### src/riscv_mext_defs.svh
`ifndef RISCV_MEXT_DEFS_SVH
`define RISCV_MEXT_DEFS_SVH

// operand and result width
`define RISCV_XLEN 64

// tag width, one tag per operation in flight
`define RISCV_TAG_W 4

// one quotient bit per iteration
`define RISCV_DIV_ITER 64

`define RISCV_MUL_DEPTH 3

`endif

### src/riscv_mext_op_pkg.sv
`default_nettype none

`include "riscv_mext_defs.svh"

package riscv_mext_op_pkg;

	typedef enum logic [1:0]
	{
		kind_lo  = 2'b00, // mul, mulw
		kind_hsu = 2'b01, // mulhsu
		kind_hu  = 2'b10, // mulhu
		kind_hss = 2'b11  // mulh
	} mul_kind_e;

	// same bit order as the divider control word of the core
	typedef struct packed
	{
		logic start;
		logic dword; // 1 for 64-bit ops
		logic rem;
		logic unsign;
	} div_ctrl_s;

	typedef struct packed
	{
		logic      start;
		logic      dword;
		mul_kind_e kind;
	} mul_ctrl_s;

	// one control word, decoded per engine
	typedef union packed
	{
		div_ctrl_s div;
		mul_ctrl_s mul;
	} mext_ctrl_u;

endpackage

`default_nettype wire

### src/riscv_mext_res_pkg.sv
`default_nettype none

`include "riscv_mext_defs.svh"

package riscv_mext_res_pkg;

	// engine that owns the result bus
	typedef enum logic
	{
		src_div = 1'b0,
		src_mul = 1'b1
	} res_src_e;

	typedef logic [`RISCV_TAG_W-1:0] res_tag_t;

endpackage

`default_nettype wire

### src/riscv_divider.sv
`timescale 1ns/1ps
`default_nettype none

`include "riscv_mext_defs.svh"

module riscv_divider
	import riscv_mext_op_pkg::*;
	import riscv_mext_res_pkg::*;
(
	input  wire logic                   i_riscv_div_clk,
	input  wire logic                   i_riscv_div_rst,
	input  wire logic                   i_riscv_div_go,
	input  wire mext_ctrl_u             i_riscv_div_ctrl,
	input  wire logic [`RISCV_XLEN-1:0] i_riscv_div_rs1data,
	input  wire logic [`RISCV_XLEN-1:0] i_riscv_div_rs2data,
	input  wire res_tag_t               i_riscv_div_tag,
	input  wire logic                   i_riscv_div_grant,
	output logic                        o_riscv_div_busy,
	output logic                        o_riscv_div_done,
	output logic [`RISCV_XLEN-1:0]      o_riscv_div_result,
	output res_tag_t                    o_riscv_div_tag
);

	localparam int unsigned xl    = `RISCV_XLEN;
	localparam int unsigned half  = `RISCV_XLEN / 2;
	localparam int unsigned cnt_w = $clog2(`RISCV_DIV_ITER);
	localparam logic [cnt_w-1:0] cnt_last = cnt_w'(`RISCV_DIV_ITER - 1);

	typedef enum logic [1:0] {st_idle, st_run, st_done} state_e;

	state_e            state;
	logic [cnt_w-1:0]  count;
	div_ctrl_s         ctrl;
	logic [xl-1:0]     ext_a;
	logic [xl-1:0]     ext_b;
	logic [xl-1:0]     min_val;
	logic              neg_a_in;
	logic              neg_b_in;
	logic [2*xl-1:0]   z;      // remainder high, quotient low
	logic [2*xl-1:0]   z_nxt;
	logic [xl:0]       hi;
	logic [xl:0]       diff;
	logic [xl-1:0]     y;
	logic [xl-1:0]     a_raw;
	logic              dword_q;
	logic              rem_q;
	logic              neg_a_q;
	logic              neg_b_q;
	logic              zero_q;
	logic              ovf_q;
	logic [xl-1:0]     q_fix;
	logic [xl-1:0]     r_fix;
	logic [xl-1:0]     sel;

	// word ops look at the low half only
	function automatic logic [xl-1:0] ext_op(input logic [xl-1:0] v, input div_ctrl_s c);
		if (c.dword)
			return v;
		else if (c.unsign)
			return {{half{1'b0}}, v[half-1:0]};
		else
			return {{half{v[half-1]}}, v[half-1:0]};
	endfunction

	assign ctrl     = i_riscv_div_ctrl.div;
	assign ext_a    = ext_op(i_riscv_div_rs1data, ctrl);
	assign ext_b    = ext_op(i_riscv_div_rs2data, ctrl);
	assign neg_a_in = !ctrl.unsign && ext_a[xl-1];
	assign neg_b_in = !ctrl.unsign && ext_b[xl-1];
	assign min_val  = ctrl.dword ? {1'b1, {(xl-1){1'b0}}} : {{(half+1){1'b1}}, {(half-1){1'b0}}};

	// one restoring step, 65-bit compare so large unsigned divisors work
	assign hi    = z[2*xl-1:xl-1];
	assign diff  = hi - {1'b0, y};
	assign z_nxt = diff[xl] ? {hi[xl-1:0], z[xl-2:0], 1'b0} : {diff[xl-1:0], z[xl-2:0], 1'b1};

	always_ff @(posedge i_riscv_div_clk or negedge i_riscv_div_rst)
	begin
		if (!i_riscv_div_rst)
		begin
			state <= st_idle;
			count <= '0;
		end
		else
		begin
			case (state)
				st_idle:
					if (i_riscv_div_go)
					begin
						state <= st_run;
						count <= '0;
					end
				st_run:
				begin
					count <= count + 1'b1;
					if (count == cnt_last)
						state <= st_done; // done with the last quotient bit
				end
				st_done:
					if (i_riscv_div_grant)
						state <= st_idle;
				default:
					state <= st_idle;
			endcase
		end
	end

	always_ff @(posedge i_riscv_div_clk)
	begin
		if (state == st_idle && i_riscv_div_go)
		begin
			z              <= {{xl{1'b0}}, neg_a_in ? -ext_a : ext_a};
			y              <= neg_b_in ? -ext_b : ext_b;
			a_raw          <= ext_a;
			dword_q        <= ctrl.dword;
			rem_q          <= ctrl.rem;
			neg_a_q        <= neg_a_in;
			neg_b_q        <= neg_b_in;
			zero_q         <= (ext_b == '0);
			ovf_q          <= !ctrl.unsign && (ext_a == min_val) && (&ext_b);
			o_riscv_div_tag <= i_riscv_div_tag;
		end
		else if (state == st_run)
		begin
			z <= z_nxt;
		end
	end

	assign q_fix = (neg_a_q ^ neg_b_q) ? -z[xl-1:0] : z[xl-1:0];
	assign r_fix = neg_a_q ? -z[2*xl-1:xl] : z[2*xl-1:xl]; // sign of the dividend

	always_comb
	begin
		if (zero_q)
			sel = rem_q ? a_raw : '1;
		else if (ovf_q)
			sel = rem_q ? '0 : a_raw;
		else
			sel = rem_q ? r_fix : q_fix;
	end

	assign o_riscv_div_result = dword_q ? sel : {{half{sel[half-1]}}, sel[half-1:0]};
	assign o_riscv_div_busy   = (state != st_idle);
	assign o_riscv_div_done   = (state == st_done);

endmodule

`default_nettype wire

### config.mk
export PLATFORM = sky130hd
export DESIGN_NAME = riscv_divider
export DESIGN_NICKNAME = d
export VERILOG_FILES = /design/src/riscv_mext_op_pkg.sv /design/src/riscv_mext_res_pkg.sv /design/src/riscv_divider.sv
export VERILOG_INCLUDE_DIRS = /design/src /design/src/src
export SDC_FILE = /design/constraint.sdc
export NUM_CORES = 1
export LEC_CHECK = 0
export BUFFER_PORTS_ARGS = -buffer_cell sky130_fd_sc_hd__buf_2
export CAP_MARGIN = 0
export CORE_MARGIN = 3
export CORE_UTILIZATION = 58
export CTS_CLUSTER_SIZE = 8
export DETAILED_ROUTE_END_ITERATION = 12
export MAX_ROUTING_LAYER = met4
export PLACE_DENSITY = 0.86
export REMOVE_ABC_BUFFERS = 1
export SLEW_MARGIN = 20
export SYNTH_ARGS = -nofsm -noshare
export SYNTH_HDL_FRONTEND = slang
export SYNTH_SLANG_ARGS = --single-unit
### constraint.sdc
create_clock -name i_riscv_div_clk -period 12.1 [get_ports i_riscv_div_clk]
set_input_delay 1.21 -clock i_riscv_div_clk [delete_from_list [all_inputs] [get_ports i_riscv_div_clk]]
set_output_delay 1.21 -clock i_riscv_div_clk [all_outputs]
set_load 0.005 [all_outputs]
==> impl_metrics.toml, run 1 <==
[clock_network]
cts.clk_slew.worst_paths_ps = 50
cts_tree = "yes"
cts_resized = 0
clk_latency_ps = 580
htreeDepth = 2
post-cts-setup-buffer-count = 0
cts_buffer_depth = 3
cts_inserted_buffers = 40
cts.sinks = 274
ctsRootBufferMaster = "clkbuf_16"
hold_buffers = 0

[detailed_routing]
totalWireLength_um = 73690
ant_nets = 0
vias = 22440
drt_pass1_iterations = 7
drt_iter0_drc = 2555
drc_errors = 0
wire_per_inst_um = 21.38
via_per_inst = 6.509

[logic_synthesis]
ys_seq_area_share_pct = 33.66
ys_types = 81
syn_inst = 2803
synth-main-ff-cell = "edfxtp_1"
yosysWarnings = 0
ys_ff_latch = 274
syn-cell-area_um2 = 22420
yosysTopAreaCellShare_pct = 27.06
netlist_top_cells_area = "edfxtp_1 (27%), nand2_1 (6.4%), a21oi_1 (6.1%)"
async_flop_share_pct = 2.920
avgSynthCellArea_um2 = 7.998
synth.largest_area_cell = "edfxtp_1"
synth_edf_count = 202

[pwr]
powerDensity_nw_per_um2 = 209.6
ir_drop_uv = 151.7
p_leak_uw = 0.009798

[timing]
fmax_mhz = 160.3
whs_ps = 484.9
rsz0062_at_grt = "no"
period_share_pct = 51.54
hold_viol = 0
tns_ps = 0
setup_violations = 0
finClkSkew_ps = 25.25
slew_violations = 0
slew_headroom_pct = 24.68
fin_crit_ps = 6237
worst_slew_pin_slew_ps = 1130

[status]
status = "finished clean"

[grt]
grt_pass1_vias = 21060
overflow = 0
antenna_found_initial = 4
grt_pass1_wl_um = 114200
grt_use_total_pct = 35.64
grt_max_degree = 123

[floorplan]
fp-row-count = 71
floorplan.io_pins = 210
floorplan.initialDensity_pct = 59.24
die_area_um2 = 41050
die_h_um = 202.6
die_w_um = 202.6
core_um2 = 37840

[finish]
fillerInstances = 3242
fin_util_pct = 65.74
drive_above_1_share_pct = 10.91
nets = 3112
final_cell_mix = "nand2_1 (379), a21oi_1 (273), o21ai_0 (268)"
mostFrequentLayoutCell = "nand2_1"
instances_no_fill = 3447
final_area_um2 = 24880
area_growth_pct = 10.98

[critical_path]
cp.required_ps = 10890
setup.worst_path.end_class = "primary output"
critPathKind = "reg2out"
arrival_ps = 5030
start_kind = "flip-flop"
crit_fanout = 20

[placed_design]
dp_hpwl_um = 53300
placed_cell_area_um2 = 23640
placed_cells = 3368
io_buffers = 208
finalWeightedCongestion = 0.9881

[run]
drv_cap = 0

[worst_hold_path]
hold_path_class = "in2async"
cell usage after synthesis (7+ instances only):
library cell  count
or2_2            13
nor4_1           25
nand4_1          46
o211ai_1         21
a22oi_1          10
xnor2_1         141
buf_1            12
nand2b_1         33
a21oi_1         273
or3_1            33
nand3b_1          8
o21bai_1         20
dfxtp_1          64
mux2i_1          13
a31oi_1          37
nand3_1          37
inv_1           124
clkbuf_1        159
nor2_1          205
dfrtp_1           8
a32oi_1           7
nand2_1         380
nor3_1           61
or4_1            34
o21ai_0         268
ha_1             70
a22o_1           33
o21a_1           10
xor2_1          153
o41ai_1          21
edfxtp_1        202
nor2b_1          15
a41oi_1           7
a211oi_1         12
o221ai_1         41
nor3b_1           7
and2_1           19
and3_1            7
a221oi_1          7
o31ai_1          49
a21o_1           31
stage by stage:
stage / power [uW] / setup slack [ps]
floorplan: 3359 / 84.38
detailed placement: 4064 / 6641
CTS: 5151 / 6022
global placement: 3993 / 6718
finish: 5214 / 5863
global route: 5548 / 5680
registers in the layout, indices dropped and copies added, names as in the netlist:
| register | cells |
|---|---|
| a_raw | 64 |
| rem_q | 1 |
| zero_q | 1 |
| neg_a_q | 1 |
| z | 128 |
| y | 64 |
| neg_b_q | 1 |
| count | 6 |
| state | 2 |
| o_riscv_div_tag | 4 |
| ovf_q | 1 |
| dword_q | 1 |
layout make-up:
type | count | area, um2 | area share [%]
multi-input cells | 2225 | 13760 | 55.32
flip-flops and latches | 274 | 7547 | 30.33
repair buffers | 232 | 1264 | 5.079
clock buffers | 70 | 1124 | 4.516
well taps | 511 | 639.4 | 2.570
inverters | 128 | 486.7 | 1.956
clock inverters | 3 | 45.04 | 0.1810
diodes | 4 | 10.01 | 0.04023
metal layers:
metal	vias up	GRT usage, %	routed length, um
li1	10450	-	-
met1	10480	44.65	29150
met2	1259	55.18	33510
met3	247	7.023	6838
met4	0	18.09	4191
met5	-	-	0
cells by family after synthesis:
kind of cell	share of synthesized area, %
AOI/OAI and AO/OA	24.80
xor gates and xnor gates	11.49
adders and majority gates	3.996
buffers and inverters	5.151
DFF	33.66
muxes	0.7311
and+or+nand+nor	20.17
final timing paths:
kind                               startpoint                endpoint  slack, ps  depth (start not counted)
setup / recovery                        z[13]  o_riscv_div_result[39]       5860                         11
hold / removal                i_riscv_div_rst                state[0]        480                          1
setup reg to reg                        z[63]                  z[121]       7390                         13
hold reg to reg                      count[5]                count[5]        500                          1
max in group asynchronous     i_riscv_div_rst                count[5]      11450                          1
min in group i_riscv_div_clk         count[5]                count[5]        500                          1
power by group:
part / internal, uW / switching [uW]
clock network: 629 / 446
logic: 975 / 1440
registers: 1330 / 392
total: 2940 / 2280
critical path, cell delays in order (launching register included):
cell	delay (ps)
edfxtp_1	440
or4_1	620
nor4_2	310
nand3b_1	410
nor2_1	530
a21oi_1	160
xor2_1	170
mux2_2	280
a21oi_2	320
and2b_1	730
a31oi_1	260
buf_2	210
No activity file was read; power rests on OpenSTA's default activity.
==> run 2, diff against run 1 <==
==> constraint.sdc (replaced) <==
create_clock -name i_riscv_div_clk -period 5.8 [get_ports i_riscv_div_clk]
set_input_delay 0.58 -clock i_riscv_div_clk [delete_from_list [all_inputs] [get_ports i_riscv_div_clk]]
set_output_delay 0.58 -clock i_riscv_div_clk [all_outputs]
set_load 0.005 [all_outputs]
==> run 2 against run 1 <==
Flip-flop and latch count unchanged. Global-route usage down 0.14 points. Sequential share of layout area about the same. Highest routed layer unchanged. Largest power group unchanged. Die area is the same. Combinational power grew 110%. Register-to-register slack got worse by 6200 ps. Power rose by 110%. Core utilization increased by 0.10 points. Sequential power rose by 110%. Critical endpoint is now o_riscv_div_result[38]. Via count rose by 0.31%. Wire length decreased by 0.32%.
==> impl_metrics.toml, run 2 (synthesized netlist as in run 1, its figures left out) <==
[status]
status = "finished clean"

[timing]
slew_violations = 0
fmax_mhz = 180.4
period_share_pct = 95.55
setup_violations = 0
setup_ws_ps = 258.3
hold_viol = 0
slew_headroom_pct = 24.64
worst_slew_pin_slew_ps = 1130
fin_crit_ps = 5542
rsz0062_at_grt = "no"
finClkSkew_ps = 20.61

[clock_network]
htreeDepth = 2
cts.sinks = 274
cts_resized = 0
clk_latency_ps = 580
ctsRootBufferMaster = "clkbuf_16"
cts_tree = "yes"
cts.clk_slew.worst_paths_ps = 50
cts_buffer_depth = 3
cts_inserted_buffers = 41

[placed_design]
dp_slack_ps = 1050
finalWeightedCongestion = 0.9947
dp_hpwl_um = 53940
io_buffers = 208
placed_cells = 3376

[floorplan]
core_um2 = 37840
die_w_um = 202.6
floorplan.io_pins = 210
die_area_um2 = 41050
fp-row-count = 71
floorplan.initialDensity_pct = 59.24
die_h_um = 202.6

[pwr]
powerDensity_nw_per_um2 = 438.2
finalPower_uw = 10920
ir_drop_uv = 288.2
p_leak_uw = 0.009833

[detailed_routing]
wire_per_inst_um = 21.29
drc_errors = 0
totalWireLength_um = 73460
drt_pass1_iterations = 6
via_per_inst = 6.523
vias = 22510
drt_iter0_drc = 2625
ant_nets = 0

[finish]
largest_reg_flops = 128
reg_top3 = "z (128), a_raw (64), y (64)"
regMostFlops = "z"
mostFrequentLayoutCell = "nand2_1"
nets = 3120
area_growth_pct = 11.15
instances_no_fill = 3450
fin_util_pct = 65.85
drive_above_1_share_pct = 11.17
final_cell_mix = "nand2_1 (379), a21oi_1 (273), o21ai_0 (268)"

[critical_path]
start_kind = "flip-flop"
crit_slowest_cell = "and2b_1"
arrival_ps = 4960
path_cells = "or4_1 > nor4_4 > nand4_1 > or4_4 > o31ai_1 > xor2_1 > o21ai_0 > a21oi_2 > and2b_1 > a31oi_1 > buf_2"
cp.required_ps = 5220
setup.worst_path.end_class = "primary output"
cpPeakStageDelay_ps = 740
crit_fanout = 20
critPathKind = "reg2out"

[grt]
grt_max_degree = 108
grt_pass1_vias = 21150
antenna_found_initial = 3
grt_pass1_wl_um = 113800
overflow = 0
grt_use_total_pct = 35.50

[run]
drv_cap = 0

[worst_hold_path]
hold_path_class = "in2reg"
==> run 2: final timing paths <==
path                                          start                      to  slack, ps  cells after the start
min in group asynchronous           i_riscv_div_rst                state[1]        390                      2
worst min register to register             count[5]                count[5]        500                      1
worst max register to register                z[63]                   z[69]       1220                     13
worst min-delay path            i_riscv_div_ctrl[1]                   rem_q        180                      1
max in group asynchronous           i_riscv_div_rst                count[5]       5250                      2
worst max-delay path                          z[66]  o_riscv_div_result[38]        260                     11
==> run 2: where the power goes <==
part	switching [uW]	internal [uW]	total [uW]
Clock	919	1350	2270
Sequential	811	2780	3590
Combinational	3030	2030	5060
==> run 2: final cells by class <==
cell class	count	area, um2
fill	3205	12920
clock buffer	65	1147
sequential	274	7547
antenna	3	7.507
clock inverter	5	50.05
timing repair buffer	239	1279
multi-input combinational	2225	13760
tap	511	639.4
inverter	128	486.7
==> run 2: critical path, delay by kind of cell (launching register included) <==
kind	cells	cell delay (ps)
and+or+nand+nor	5	2670
AOI/OAI and AO/OA	4	910
DFF	1	400
buffers and inverters	1	230
xor gates and xnor gates	1	160
==> run 2: through the flow <==
| stage | hold slack (ps) | cell area [um2] | TNS, ps |
|---|---|---|---|
| global placement | 424.2 | 23700 | 0 |
| finish | 184.0 | 24920 | 0 |
| CTS | 159.5 | 24910 | 0 |
| floorplan | 284.4 | 21740 | -782480 |
| global route | 172.0 | 24920 | 0 |
| detailed placement | 429.5 | 23700 | 0 |
==> run 2: what timing repair did <==
item / CTS / global route
hold endpoints to repair: 8 / 0
buffers inserted: 0 / 0
hold buffers: 1 / 0
==> run 2: per-layer routing <==
metal / track usage [%] / routed length (um) / vias up
li1: - / - / 10430
met1: 44.82 / 28710 / 10500
met2: 56.17 / 33960 / 1317
met3: 6.205 / 7187 / 261
met4: 15.99 / 3602 / 0
met5: - / 0 / -
