File: src/riscv_mext_defs.svh
`ifndef RISCV_MEXT_DEFS_SVH
`define RISCV_MEXT_DEFS_SVH

// operand and result width
`define RISCV_XLEN 64

// tag width, one tag per operation in flight
`define RISCV_TAG_W 4

// one quotient bit per iteration
`define RISCV_DIV_ITER 64

`define RISCV_MUL_DEPTH 3

`endif

File: src/riscv_mext_res_pkg.sv
`default_nettype none

`include "riscv_mext_defs.svh"

package riscv_mext_res_pkg;

	// engine that owns the result bus
	typedef enum logic
	{
		src_div = 1'b0,
		src_mul = 1'b1
	} res_src_e;

	typedef logic [`RISCV_TAG_W-1:0] res_tag_t;

endpackage

`default_nettype wire

File: src/riscv_result_arbiter.sv
`timescale 1ns/1ps
`default_nettype none

`include "riscv_mext_defs.svh"

module riscv_result_arbiter
	import riscv_mext_res_pkg::*;
(
	input  wire logic                   i_riscv_div_clk,
	input  wire logic                   i_riscv_div_rst,
	input  wire logic                   i_riscv_div_div_done,
	input  wire logic [`RISCV_XLEN-1:0] i_riscv_div_div_result,
	input  wire res_tag_t               i_riscv_div_div_tag,
	input  wire logic                   i_riscv_div_mul_done,
	input  wire logic [`RISCV_XLEN-1:0] i_riscv_div_mul_result,
	input  wire res_tag_t               i_riscv_div_mul_tag,
	output logic                        o_riscv_div_div_grant,
	output logic                        o_riscv_div_mul_grant,
	output logic                        o_riscv_div_res_valid,
	output res_src_e                    o_riscv_div_res_src,
	output res_tag_t                    o_riscv_div_res_tag,
	output logic [`RISCV_XLEN-1:0]      o_riscv_div_result
);

	// divider wins, it has waited far longer
	assign o_riscv_div_div_grant = i_riscv_div_div_done;
	assign o_riscv_div_mul_grant = i_riscv_div_mul_done && !i_riscv_div_div_done;

	always_ff @(posedge i_riscv_div_clk or negedge i_riscv_div_rst)
	begin
		if (!i_riscv_div_rst)
			o_riscv_div_res_valid <= 1'b0;
		else
			o_riscv_div_res_valid <= i_riscv_div_div_done || i_riscv_div_mul_done;
	end

	always_ff @(posedge i_riscv_div_clk)
	begin
		if (o_riscv_div_div_grant)
		begin
			o_riscv_div_res_src <= src_div;
			o_riscv_div_res_tag <= i_riscv_div_div_tag;
			o_riscv_div_result  <= i_riscv_div_div_result;
		end
		else if (o_riscv_div_mul_grant)
		begin
			o_riscv_div_res_src <= src_mul;
			o_riscv_div_res_tag <= i_riscv_div_mul_tag;
			o_riscv_div_result  <= i_riscv_div_mul_result;
		end
	end

endmodule

`default_nettype wire

File: config.mk
export PLATFORM = sky130hd
export DESIGN_NAME = riscv_result_arbiter
export DESIGN_NICKNAME = d
export VERILOG_FILES = /design/src/riscv_mext_res_pkg.sv /design/src/riscv_result_arbiter.sv
export VERILOG_INCLUDE_DIRS = /design/src /design/src/src
export SDC_FILE = /design/constraint.sdc
export NUM_CORES = 1
export LEC_CHECK = 0
export ABC_AREA = 1
export BUFFER_PORTS_ARGS = -buffer_cell sky130_fd_sc_hd__buf_2
export CAP_MARGIN = 5
export CELL_PAD_IN_SITES_DETAIL_PLACEMENT = 0
export CELL_PAD_IN_SITES_GLOBAL_PLACEMENT = 2
export CORE_MARGIN = 2
export CORE_UTILIZATION = 20
export CTS_CLUSTER_SIZE = 30
export DETAILED_ROUTE_END_ITERATION = 10
export MAX_ROUTING_LAYER = met4
export PLACE_DENSITY = 0.78
export SETUP_SLACK_MARGIN = 0.3
export SLEW_MARGIN = 10
export SYNTH_ARGS = -nofsm -noshare
export SYNTH_HDL_FRONTEND = slang
export SYNTH_SLANG_ARGS = --single-unit
File: constraint.sdc
create_clock -name i_riscv_div_clk -period 0.8 [get_ports i_riscv_div_clk]
set_clock_uncertainty 0.15 [all_clocks]
set_input_delay 0.16 -clock i_riscv_div_clk [delete_from_list [all_inputs] [get_ports i_riscv_div_clk]]
set_output_delay 0.16 -clock i_riscv_div_clk [all_outputs]
set_load 0.02 [all_outputs]
==> impl_results.md, run 1 <==
* CTS Buf Count at 9
* Fin nets at slightly above 700
* Avg WL per Cell at roughly 17 um
* PortBufs at between 200 and 250
* Met3 GRT Util at 3.74%
* Failing checks: hold timing, setup timing
* Critical Path End Type: primary output
* Primary FF master, synth: edfxtp_1
* Clock-pin transition on the worst setup and hold timing paths at approximately 0.050 ns
* Final worst slack at -0.410 ns
* YS warnings at 0
* Largest net degree at the start of global routing at 18
* Sequential area share after synthesis at ~70%
* Drt initial violations at 94
* Slowest CP cell: edfxtp_1
* Setup CP Type: flop to primary output
* Inserted Diodes at 0
* Post-synth ARST share at 1.43%
* Worst path bufs/invs at 1
* Layout area overhead at 129%
* Min Hold Slack at -0.0820 ns
* Flop-to-flop setup slack at 0.04 ns
* Worst endpoint required time at around 0.49 ns
* Initial antenna violation count at 0
* Endpoints failing hold at 70
* Congestion Overflow GR at 0
* Worst slew pin tran at ~0.12 ns
* DP HPWL at between 7000 and 8000 um
* Post-layout util at a little under half
* Tcrit/Tclk final at 151%
* Worst-skew pair later-pin latency at around 0.33 ns
* RSZ-0062 raised after global routing: yes
* Die height at around 130 um
* Synth Register Bits at 70
* Detailed Routing Iterations Pass 1 at 4
* Most frequent cell after synthesis: nand2_1
* Vias at about 3100
* Worst Setup Start Kind: flop
* Critical path depth at 1
* Worst-path fanout max at 1
* Hold WC Path Type: input port to flop
* Max-slew violations at 0
* Drt drc at 0
* DP Worst Slack at -0.434 ns
* Die Width at about 130 um
* Vias in the first global route at between 3000 and 4000
* Num rows at 44
* Clk buf depth at 2
* First-pass GRT wire length at 18700 um
* Number of synthesized flops with an enable pin at 68
* Core area at ~0.015 mm2
* Share of cells above drive strength 1 at just over 70%
* Tot GR Track Use at approximately 16%
* Final setup violation count at 210
* Fin area at roughly 0.0068 mm2
* CP cell instances: buf_6
* Outcome: finished with violations
* Leading area contributor after synthesis: edfxtp_1
* Highest Clock Rate at 826 MHz
* Post-Synthesis Net Count at between 400 and 500
* CP delay by family, top: flip-flops
* Synth top area share at 68.6%
* Max Cap Violations at 0
* Cts hold-fix bufs at 1
* H-tree depth at 3
* Crit path largest cell delay at 0.41 ns
* Min Tclk post-route at around 1.2 ns
* Die ar. at about 0.016 mm2
* Root Driver: clkbuf_16
* CTS sink count at 70
* Pwr Density at approximately 1700 mW/mm2
* Avg Inst Size Synth at between 10 and 15 um2
* Arr. time, crit path at roughly 0.9 ns
* Reg2Reg Depth at 2
* Worst IR Drop VDD at approximately 0.91 mV
* Final ANT Viol Nets at 0
* Final WL at approximately 13000 um
* CTS tree: built
* Placer Congestion at between 0.7 and 0.8
* GR Util met1 at between 20% and 30%
* Commonest cells post-synth: 205 x nand2_1, 68 x edfxtp_1, 12 x buf_2
* Synth top area cells: edfxtp_1 69%, nand2_1 26%, buf_2 2.0%
* Placed instance area at around 0.0043 mm2
* Leak at approximately 3.3 nW
* # IOs at ~210
* Mapped Area at between 0.002 and 0.003 mm2
* Relative slew slack at around nine tenths
* Synth cell types at 10
* Total negative slack at -48.03 ns
* WHS Path Cells at 3
* Initial Util at ~20%
* Vias per inst at ~4.1
* Gr busiest metal: met2
* GR Layer Usage met2 at roughly 25%
* Post-Syn Instances at between 200 and 300
==> flip-flops by register name, summed over array words and instances (netlist names) <==
| name | count |
|---|---|
| o_riscv_div_res_valid | 1 |
| o_riscv_div_res_tag | 4 |
| o_riscv_div_res_src | 1 |
| o_riscv_div_result | 64 |
==> cells by family after synthesis <==
group                  count (synthesis)  share of synthesized area [%]
buffers and inverters                 18                           3.62
and+or+nand+nor                      208                           26.2
DFF                                   70                           70.1
==> final timing paths <==
| path | start | end |
|---|---|---|
| worst max-delay path | o_riscv_div_result[42]$_DFFE_PP_ | o_riscv_div_result[42] |
| worst min-delay path | i_riscv_div_mul_done | o_riscv_div_res_src$_SDFFE_PP0P_ |
| worst max register to register | o_riscv_div_res_src$_SDFFE_PP0P_ | o_riscv_div_res_src$_SDFFE_PP0P_ |
| worst min register to register | o_riscv_div_res_src$_SDFFE_PP0P_ | o_riscv_div_res_src$_SDFFE_PP0P_ |
| max in group asynchronous | i_riscv_div_rst | o_riscv_div_res_valid$_DFF_PN0_ |
| min in group asynchronous | i_riscv_div_rst | o_riscv_div_res_valid$_DFF_PN0_ |
==> repair_timing <==
action | CTS | global route
pin swaps | 24 | 14
gates cloned | 26 | 0
endpoints found under the hold margin | 70 | 70
setup buffers | 28 | 0
gates resized for setup | 223 | 135
setup endpoints to repair | 210 | 210
==> routing by layer <==
metal / vias to the layer above / part of all wire [%]
met1: 1455 / 44
met4: 0 / 1.6
met2: 138 / 48
met3: 13 / 6.9
li1: 1517 / -
met5: - / 0
==> cells in the final DEF, fill, tap and decap left out <==
cell / synthesis / final
buf_16: 0 / 30
nand2_1: 205 / 79
dfxtp_4: 0 / 1
nand2_4: 0 / 45
clkinv_2: 0 / 1
buf_2: 12 / 149
edfxtp_1: 68 / 68
buf_8: 0 / 6
nand2_8: 0 / 1
clkbuf_16: 0 / 9
buf_6: 2 / 66
dlygate4sd3_1: 0 / 1
inv_16: 0 / 1
nor2_1: 3 / 1
clkbuf_1: 0 / 3
buf_12: 0 / 23
nand2_2: 0 / 80
clkinvlp_4: 0 / 1
dfrtp_1: 1 / 1
nor2_4: 0 / 1
clkinv_1: 0 / 3
nor2_2: 0 / 1
==> per-stage QoR <==
step           instances  hold WS [ns]  power, mW
2_1_floorplan        296        -0.286       5.62
3_3_place_gp         684        -0.214       6.51
3_5_place_dp         684        -0.213       6.53
4_1_cts              755        -0.110       11.3
5_1_grt              755       -0.0715       12.0
6_report             755       -0.0820       11.5
==> layout make-up <==
cell class                 instances  area [um2]
timing repair buffer             275        2880
fill                            1357        7710
clock buffer                      12         236
tap                              184         230
clock inverter                     4        16.3
inverter                           2        27.5
multi-input combinational        208        1350
sequential                        70        2090
==> where the power goes <==
group          leakage [nW]  internal (mW)  switching [mW]
clock                 0.123           2.06            1.38
combinational          2.50           1.82            1.57
sequential            0.719           4.50           0.190
total                  3.34           8.38            3.15
(Power assumes the default switching activity.)
==> run 2: changes to the inputs <==
--- a/config.mk
+++ b/config.mk
@@ -11,6 +11,7 @@
 export CAP_MARGIN = 5
 export CELL_PAD_IN_SITES_DETAIL_PLACEMENT = 0
 export CELL_PAD_IN_SITES_GLOBAL_PLACEMENT = 2
+export CORE_ASPECT_RATIO = 0.5
 export CORE_MARGIN = 2
 export CORE_UTILIZATION = 20
 export CTS_CLUSTER_SIZE = 30
==> impl_results.md, run 2 (synthesis results as in run 1) <==
* First-pass GRT wire length at 16700 um
* Worst-path fanout max at 1
* Final WL at around 12000 um
* Tcrit/Tclk final at 150%
* Vias at 2944
* Worst endpoint required time at about 0.49 ns
* Avg WL per Cell at 15.3 um
* Post-layout util at ~44%
* Outcome: finished with violations
* Largest net degree at the start of global routing at 19
* Clock-pin transition on the worst setup and hold timing paths at ~0.06 ns
* Hold endpoint: o_riscv_div_res_src$_SDFFE_PP0P_
* CP cell instances: buf_6
* Initial Util at approximately a fifth
* Top reg by flops: o_riscv_div_result
* H-tree depth at 3
* Worst slew pin tran at approximately 0.24 ns
* Layout area overhead at 112%
* Worst IR Drop VDD at approximately 1.1 mV
* Hold path start: i_riscv_div_mul_done
* Cts hold-fix bufs at 1
* Worst Setup Start Kind: flop
* Final worst slack at -0.396 ns
* Relative slew slack at a little over four fifths
* Total negative slack at -38.49 ns
* Vias per inst at about 4
* # IOs at 212
* Core area at 0.0145 mm2
* Drt drc at 0
* Die ar. at between 0.015 and 0.02 mm2
* Final setup violation count at around 210
* Number of flip-flops in the largest register at 64
* Fin nets at 688
* Most frequent cells in the layout: 147 x buf_2, 93 x nand2_1, 70 x nand2_2
* PortBufs at 211
* Congestion Overflow GR at 0
* Die Width at roughly 180 um
* Vias in the first global route at 2941
* Max Cap Violations at 0
* Root Driver: clkbuf_16
* Placed instance area at around 0.0044 mm2
* WHS Path Cells at 3
* Failing checks: hold timing, setup timing
* Placer Congestion at between 0.7 and 0.8
* Worst-skew pair later-pin latency at between 0.3 and 0.4 ns
* Detailed Routing Iterations Pass 1 at 4
* Hold WC Path Type: input port to flop
* Flop-to-flop setup slack at about 0.08 ns
* Crit path largest cell delay at roughly 0.41 ns
* Reg2reg start: o_riscv_div_res_src$_SDFFE_PP0P_
* Leak at just over 3 nW
* Die height at 90.2 um
* RSZ-0062 raised after global routing: yes
* Setup CP Type: flop to primary output
* Min Tclk post-route at approximately 1.2 ns
* Fin area at 0.00632 mm2
* Power, Total at around 11 mW
* Max-slew violations at 0
* Final ANT Viol Nets at 0
* Biggest regs: o_riscv_div_result: 64 flops, o_riscv_div_res_tag: 4 flops
* Slowest CP cell: edfxtp_1
* Clk buf depth at 2
* CTS tree: built
* Min Hold Slack at -0.0771 ns
* R2R Path End: o_riscv_div_res_src$_SDFFE_PP0P_
* Most common cell after layout, fill and taps aside: buf_2
* Highest Clock Rate at between 800 and 900 MHz
* CTS Buf Count at 9
* CP delay by family, top: flip-flops
* CTS sink count at 70
* Num rows at 31
* Pwr Density at 1770 mW/mm2
* DP HPWL at between 7000 and 8000 um
* Tot GR Track Use at 14.7%
* Share of cells above drive strength 1 at around 69%
* Reg2Reg Depth at 2
* Worst path bufs/invs at 1
* Critical Path End Type: primary output
* Endpoints failing hold at 70
* Initial antenna violation count at 1
* Arr. time, crit path at 0.89 ns
* Drt initial violations at 100
-- run 2: worst reg2reg max path: cells and delay by family (launching register included) --
kind,cells,cell delay [ns]
flip-flops,1,0.35
AND/OR/NAND/NOR,2,0.13
-- run 2: final cells by class --
class / instances / area [um2]
antenna: 1 / 2.50
clock buffer: 12 / 236
clock inverter: 3 / 12.5
fill: 1391 / 8190
inverter: 2 / 27.5
multi-input combinational: 208 / 1290
sequential: 70 / 2090
tap: 198 / 248
timing repair buffer: 257 / 2410
-- run 2: how the worst max path moves through the flow --
stage,start,to,slack [ns],depth (start not counted)
after floorplan,i_riscv_div_div_done,o_riscv_div_res_tag[0]$_DFFE_PP_,-0.55,5
after global placement,i_riscv_div_div_done,o_riscv_div_result[61]$_DFFE_PP_,-0.37,4
after detailed placement,i_riscv_div_div_done,o_riscv_div_result[60]$_DFFE_PP_,-0.40,4
after CTS,o_riscv_div_result[55]$_DFFE_PP_,o_riscv_div_result[55],-0.41,1
after global routing,o_riscv_div_result[55]$_DFFE_PP_,o_riscv_div_result[55],-0.43,1
final,o_riscv_div_res_tag[0]$_DFFE_PP_,o_riscv_div_res_tag[0],-0.40,1
-- run 2: power by group --
| part | switching [mW] | total [mW] | internal [mW] |
|---|---|---|---|
| clock | 1.41 | 3.47 | 2.06 |
| sequential | 0.172 | 4.67 | 4.50 |
| combinational | 1.47 | 3.05 | 1.58 |
-- run 2: repair_timing --
| item | 4_1_cts | 5_1_grt |
|---|---|---|
| gates resized for setup | 196 | 139 |
| setup buffers | 15 | 0 |
| setup endpoints to repair | 210 | 210 |
| endpoints found under the hold margin | 70 | 69 |
| pin swaps | 13 | 11 |
| cloned | 15 | 1 |
-- run 2: through the flow --
stage | setup slack (ns) | std cells
3_3_place_gp | -0.375 | 703
4_1_cts | -0.408 | 749
2_1_floorplan | -0.550 | 296
6_report | -0.396 | 751
3_5_place_dp | -0.396 | 703
5_1_grt | -0.426 | 751
-- run 2: layer usage --
| layer | up-vias | share of wire (%) | track usage, % |
|---|---|---|---|
| met5 | - | 0 | - |
| met4 | 0 | 1.6 | 3.79 |
| met3 | 17 | 4.3 | 4.19 |
| met2 | 59 | 57 | 26.5 |
| met1 | 1406 | 37 | 15.9 |
| li1 | 1462 | - | - |
==> run 3: changes to the inputs <==
--- a/config.mk
+++ b/config.mk
@@ -6,14 +6,14 @@
 export SDC_FILE = /design/constraint.sdc
 export NUM_CORES = 1
 export LEC_CHECK = 0
-export ABC_AREA = 1
+export ABC_AREA = 0
 export BUFFER_PORTS_ARGS = -buffer_cell sky130_fd_sc_hd__buf_2
 export CAP_MARGIN = 5
 export CELL_PAD_IN_SITES_DETAIL_PLACEMENT = 0
 export CELL_PAD_IN_SITES_GLOBAL_PLACEMENT = 2
 export CORE_ASPECT_RATIO = 0.5
 export CORE_MARGIN = 2
-export CORE_UTILIZATION = 20
+export CORE_UTILIZATION = 25
 export CTS_CLUSTER_SIZE = 30
 export DETAILED_ROUTE_END_ITERATION = 10
 export MAX_ROUTING_LAYER = met4
==> impl_results.md, run 3 <==
* Drt drc at 0
* Reg2reg start: o_riscv_div_res_src$_SDFFE_PP0P_
* Critical path depth at 1
* Min Tclk post-route at between 1 and 1.5 ns
* Placer Congestion at roughly 0.73
* Layout area overhead at 84.9%
* Min Hold Slack at -0.0220 ns
* Most frequent cells in the layout: 150 x buf_2, 68 x mux2_4, 68 x edfxtp_1
* Clock-pin transition on the worst setup and hold timing paths at around 0.06 ns
* Cell-internal power at approximately 8.3 mW
* Most common cell after layout, fill and taps aside: buf_2
* Crit path largest cell delay at ~0.41 ns
* Cts hold-fix bufs at 1
* CP delay by family, top: flip-flops
* Max-slew violations at 0
* Post-Synthesis Net Count at 290
* Final worst slack at -0.403 ns
* CTS sink count at 70
* Vias in the first global route at about 2500
* PortBufs at approximately 210
* Setup CP Type: flop to primary output
* Max Cap Violations at 0
* Synth cell types at 12
* Largest net degree at the start of global routing at 12
* DP HPWL at a little under 7000 um
* Worst-skew pair later-pin latency at about 0.32 ns
* Most frequent cell after synthesis: edfxtp_1
* Number of synthesized flops with an enable pin at 68
* RSZ-0062 raised after global routing: yes
* Core area at about 0.013 mm2
* Congestion Overflow GR at 0
* Detailed Routing Iterations Pass 1 at 4
* Fin nets at 550
* Switching Fraction at roughly 25%
* Worst IR Drop VDD at 0.976 mV
* Vias per inst at just under 4
* Leak at ~2.9 nW
* Failing checks: hold timing, setup timing
* Arr. time, crit path at ~0.9 ns
* Worst-path fanout max at 1
* Pwr Density at approximately 1800 mW/mm2
* Share of total power in sequential cells at a little over two fifths
* Final ANT Viol Nets at 0
* Tot GR Track Use at 14.7%
* Mapped Area at roughly 0.0033 mm2
* Post-Syn Instances at 150
* CTS tree: built
* Drt initial violations at between 80 and 90
* Post-synth ARST share at ~1.4%
* Reg2Reg Depth at 2
* Slowest CP cell: edfxtp_1
* Top reg by flops: o_riscv_div_result
* Outcome: finished with violations
* Final WL at roughly 9900 um
* Tcrit/Tclk final at 150%
* Clock share of power at around a third
* Worst slew pin tran at roughly 0.18 ns
* Die height at about 85 um
* Num rows at 29
* Leading area contributor after synthesis: edfxtp_1
* Relative slew slack at between 80% and 90%
* Total negative slack at -39.86 ns
* Avg WL per Cell at ~17 um
* H-tree depth at 3
* First-pass GRT wire length at 14800 um
* Final setup violation count at about 210
* Avg Inst Size Synth at 21.9 um2
* Worst endpoint required time at a little under 0.5 ns
* Critical Path End Type: primary output
* Synth Register Bits at 70
* Synth top area share at slightly above 60%
* R2R Path End: o_riscv_div_res_src$_SDFFE_PP0P_
* Share of cells above drive strength 1 at roughly 82%
* Flop-to-flop setup slack at -0.08 ns
* Worst path bufs/invs at 1
* Combinational power share at a little over a quarter
* CTS Buf Count at 9
* Biggest regs: o_riscv_div_result: 64 flops, o_riscv_div_res_tag: 4 flops
* Commonest cells post-synth: 68 x edfxtp_1, 67 x mux2_4, 6 x buf_12
* Sequential area share after synthesis at 63.6%
* Die ar. at around 0.014 mm2
* Initial antenna violation count at 0
* # IOs at between 200 and 250
* Primary FF master, synth: edfxtp_1
* Clk buf depth at 2
* CP cell instances: buf_6
* Die Width at around 170 um
* Post-layout util at 47.6%
* Initial Util at around a quarter
* Worst Setup Start Kind: flop
* Synth top area cells: edfxtp_1 62%, mux2_4 31%, buf_12 3.7%
* Hold WC Path Type: input port to asynchronous set/reset pin
* Vias at ~2300
* Root Driver: clkbuf_16
* Endpoints failing hold at 69
* YS warnings at 0
* Number of flip-flops in the largest register at between 60 and 70
* Highest Clock Rate at ~830 MHz
* Psw at 2.78 mW
* Inserted Diodes at 0
==> run 3: cell types whose count changed in the layout (fill, tap and decap cells not counted), moves of 3 or more <==
| cell | delta |
|---|---|
| nand2_4 | -41 |
| mux2_4 | +68 |
| nand2_1 | -93 |
| buf_16 | +4 |
| buf_6 | -3 |
| buf_2 | +3 |
| nand2_2 | -70 |
==> run 3: power groups by stage <==
stage	registers (mW)	logic [mW]	clock network (mW)
2_1_floorplan	5.20	0.679	0
3_3_place_gp	4.63	2.05	0
3_5_place_dp	4.65	2.07	0
4_1_cts	4.63	2.80	3.63
5_1_grt	4.71	3.08	3.75
6_report	4.67	2.94	3.50
==> run 3: what timing repair did <==
| action | CTS | global route |
|---|---|---|
| setup buffers | 15 | 3 |
| endpoints found under the setup margin | 210 | 210 |
| resized for setup | 108 | 49 |
| cloned | 18 | 0 |
| pin swaps | 2 | 2 |
| endpoints found under the hold margin | 70 | 68 |
==> run 3: layer usage <==
layer	vias up	GRT usage [%]	share of wire, %
li1	1117	-	-
met1	1126	15.7	37
met2	50	27.3	58
met3	14	3.08	3.0
met4	0	5.22	1.8
met5	-	-	0
==> run 3: final cells by class <==
| cell class | instances | area [um2] |
|---|---|---|
| Timing Repair Buffer | 257 | 2440 |
| Multi-Input combinational cell | 72 | 1070 |
| Sequential cell | 70 | 2090 |
| Tap cell | 170 | 213 |
| Clock inverter | 5 | 26.3 |
| Clock buffer | 11 | 233 |
| Fill cell | 1097 | 6670 |
==> run 3: kinds of logic (layout without fill, tap and decap cells) <==
logic type,after synthesis,count (layout),share of synthesized area (%)
mux,68,68,31.0
compound gates,1,1,0.305
buf+inv,9,273,4.69
flops,70,70,63.6
simple gates,2,3,0.382
==> run 3: worst max-delay path by stage <==
stage	slack (ns)	start	endpoint
finish	-0.40	o_riscv_div_result[9]$_DFFE_PP_	o_riscv_div_result[9]
global route	-0.44	o_riscv_div_result[57]$_DFFE_PP_	o_riscv_div_result[57]
CTS	-0.41	o_riscv_div_result[30]$_DFFE_PP_	o_riscv_div_result[30]
detailed placement	-0.53	i_riscv_div_div_done	o_riscv_div_result[60]$_DFFE_PP_
global placement	-0.51	i_riscv_div_div_done	o_riscv_div_result[60]$_DFFE_PP_
floorplan	-0.74	i_riscv_div_div_done	o_riscv_div_res_tag[0]$_DFFE_PP_
==> run 3: metrics by stage <==
stage	hold slack, ns	setup WS, ns	instance area (um2)	std cells	power, mW
2_1_floorplan	-0.286	-0.737	3320	150	5.87
3_3_place_gp	-0.216	-0.507	4590	532	6.69
3_5_place_dp	-0.214	-0.532	4590	532	6.72
4_1_cts	-0.0373	-0.412	5880	582	11.1
5_1_grt	-0.0334	-0.435	6070	585	11.5
6_report	-0.0220	-0.403	6070	585	11.1
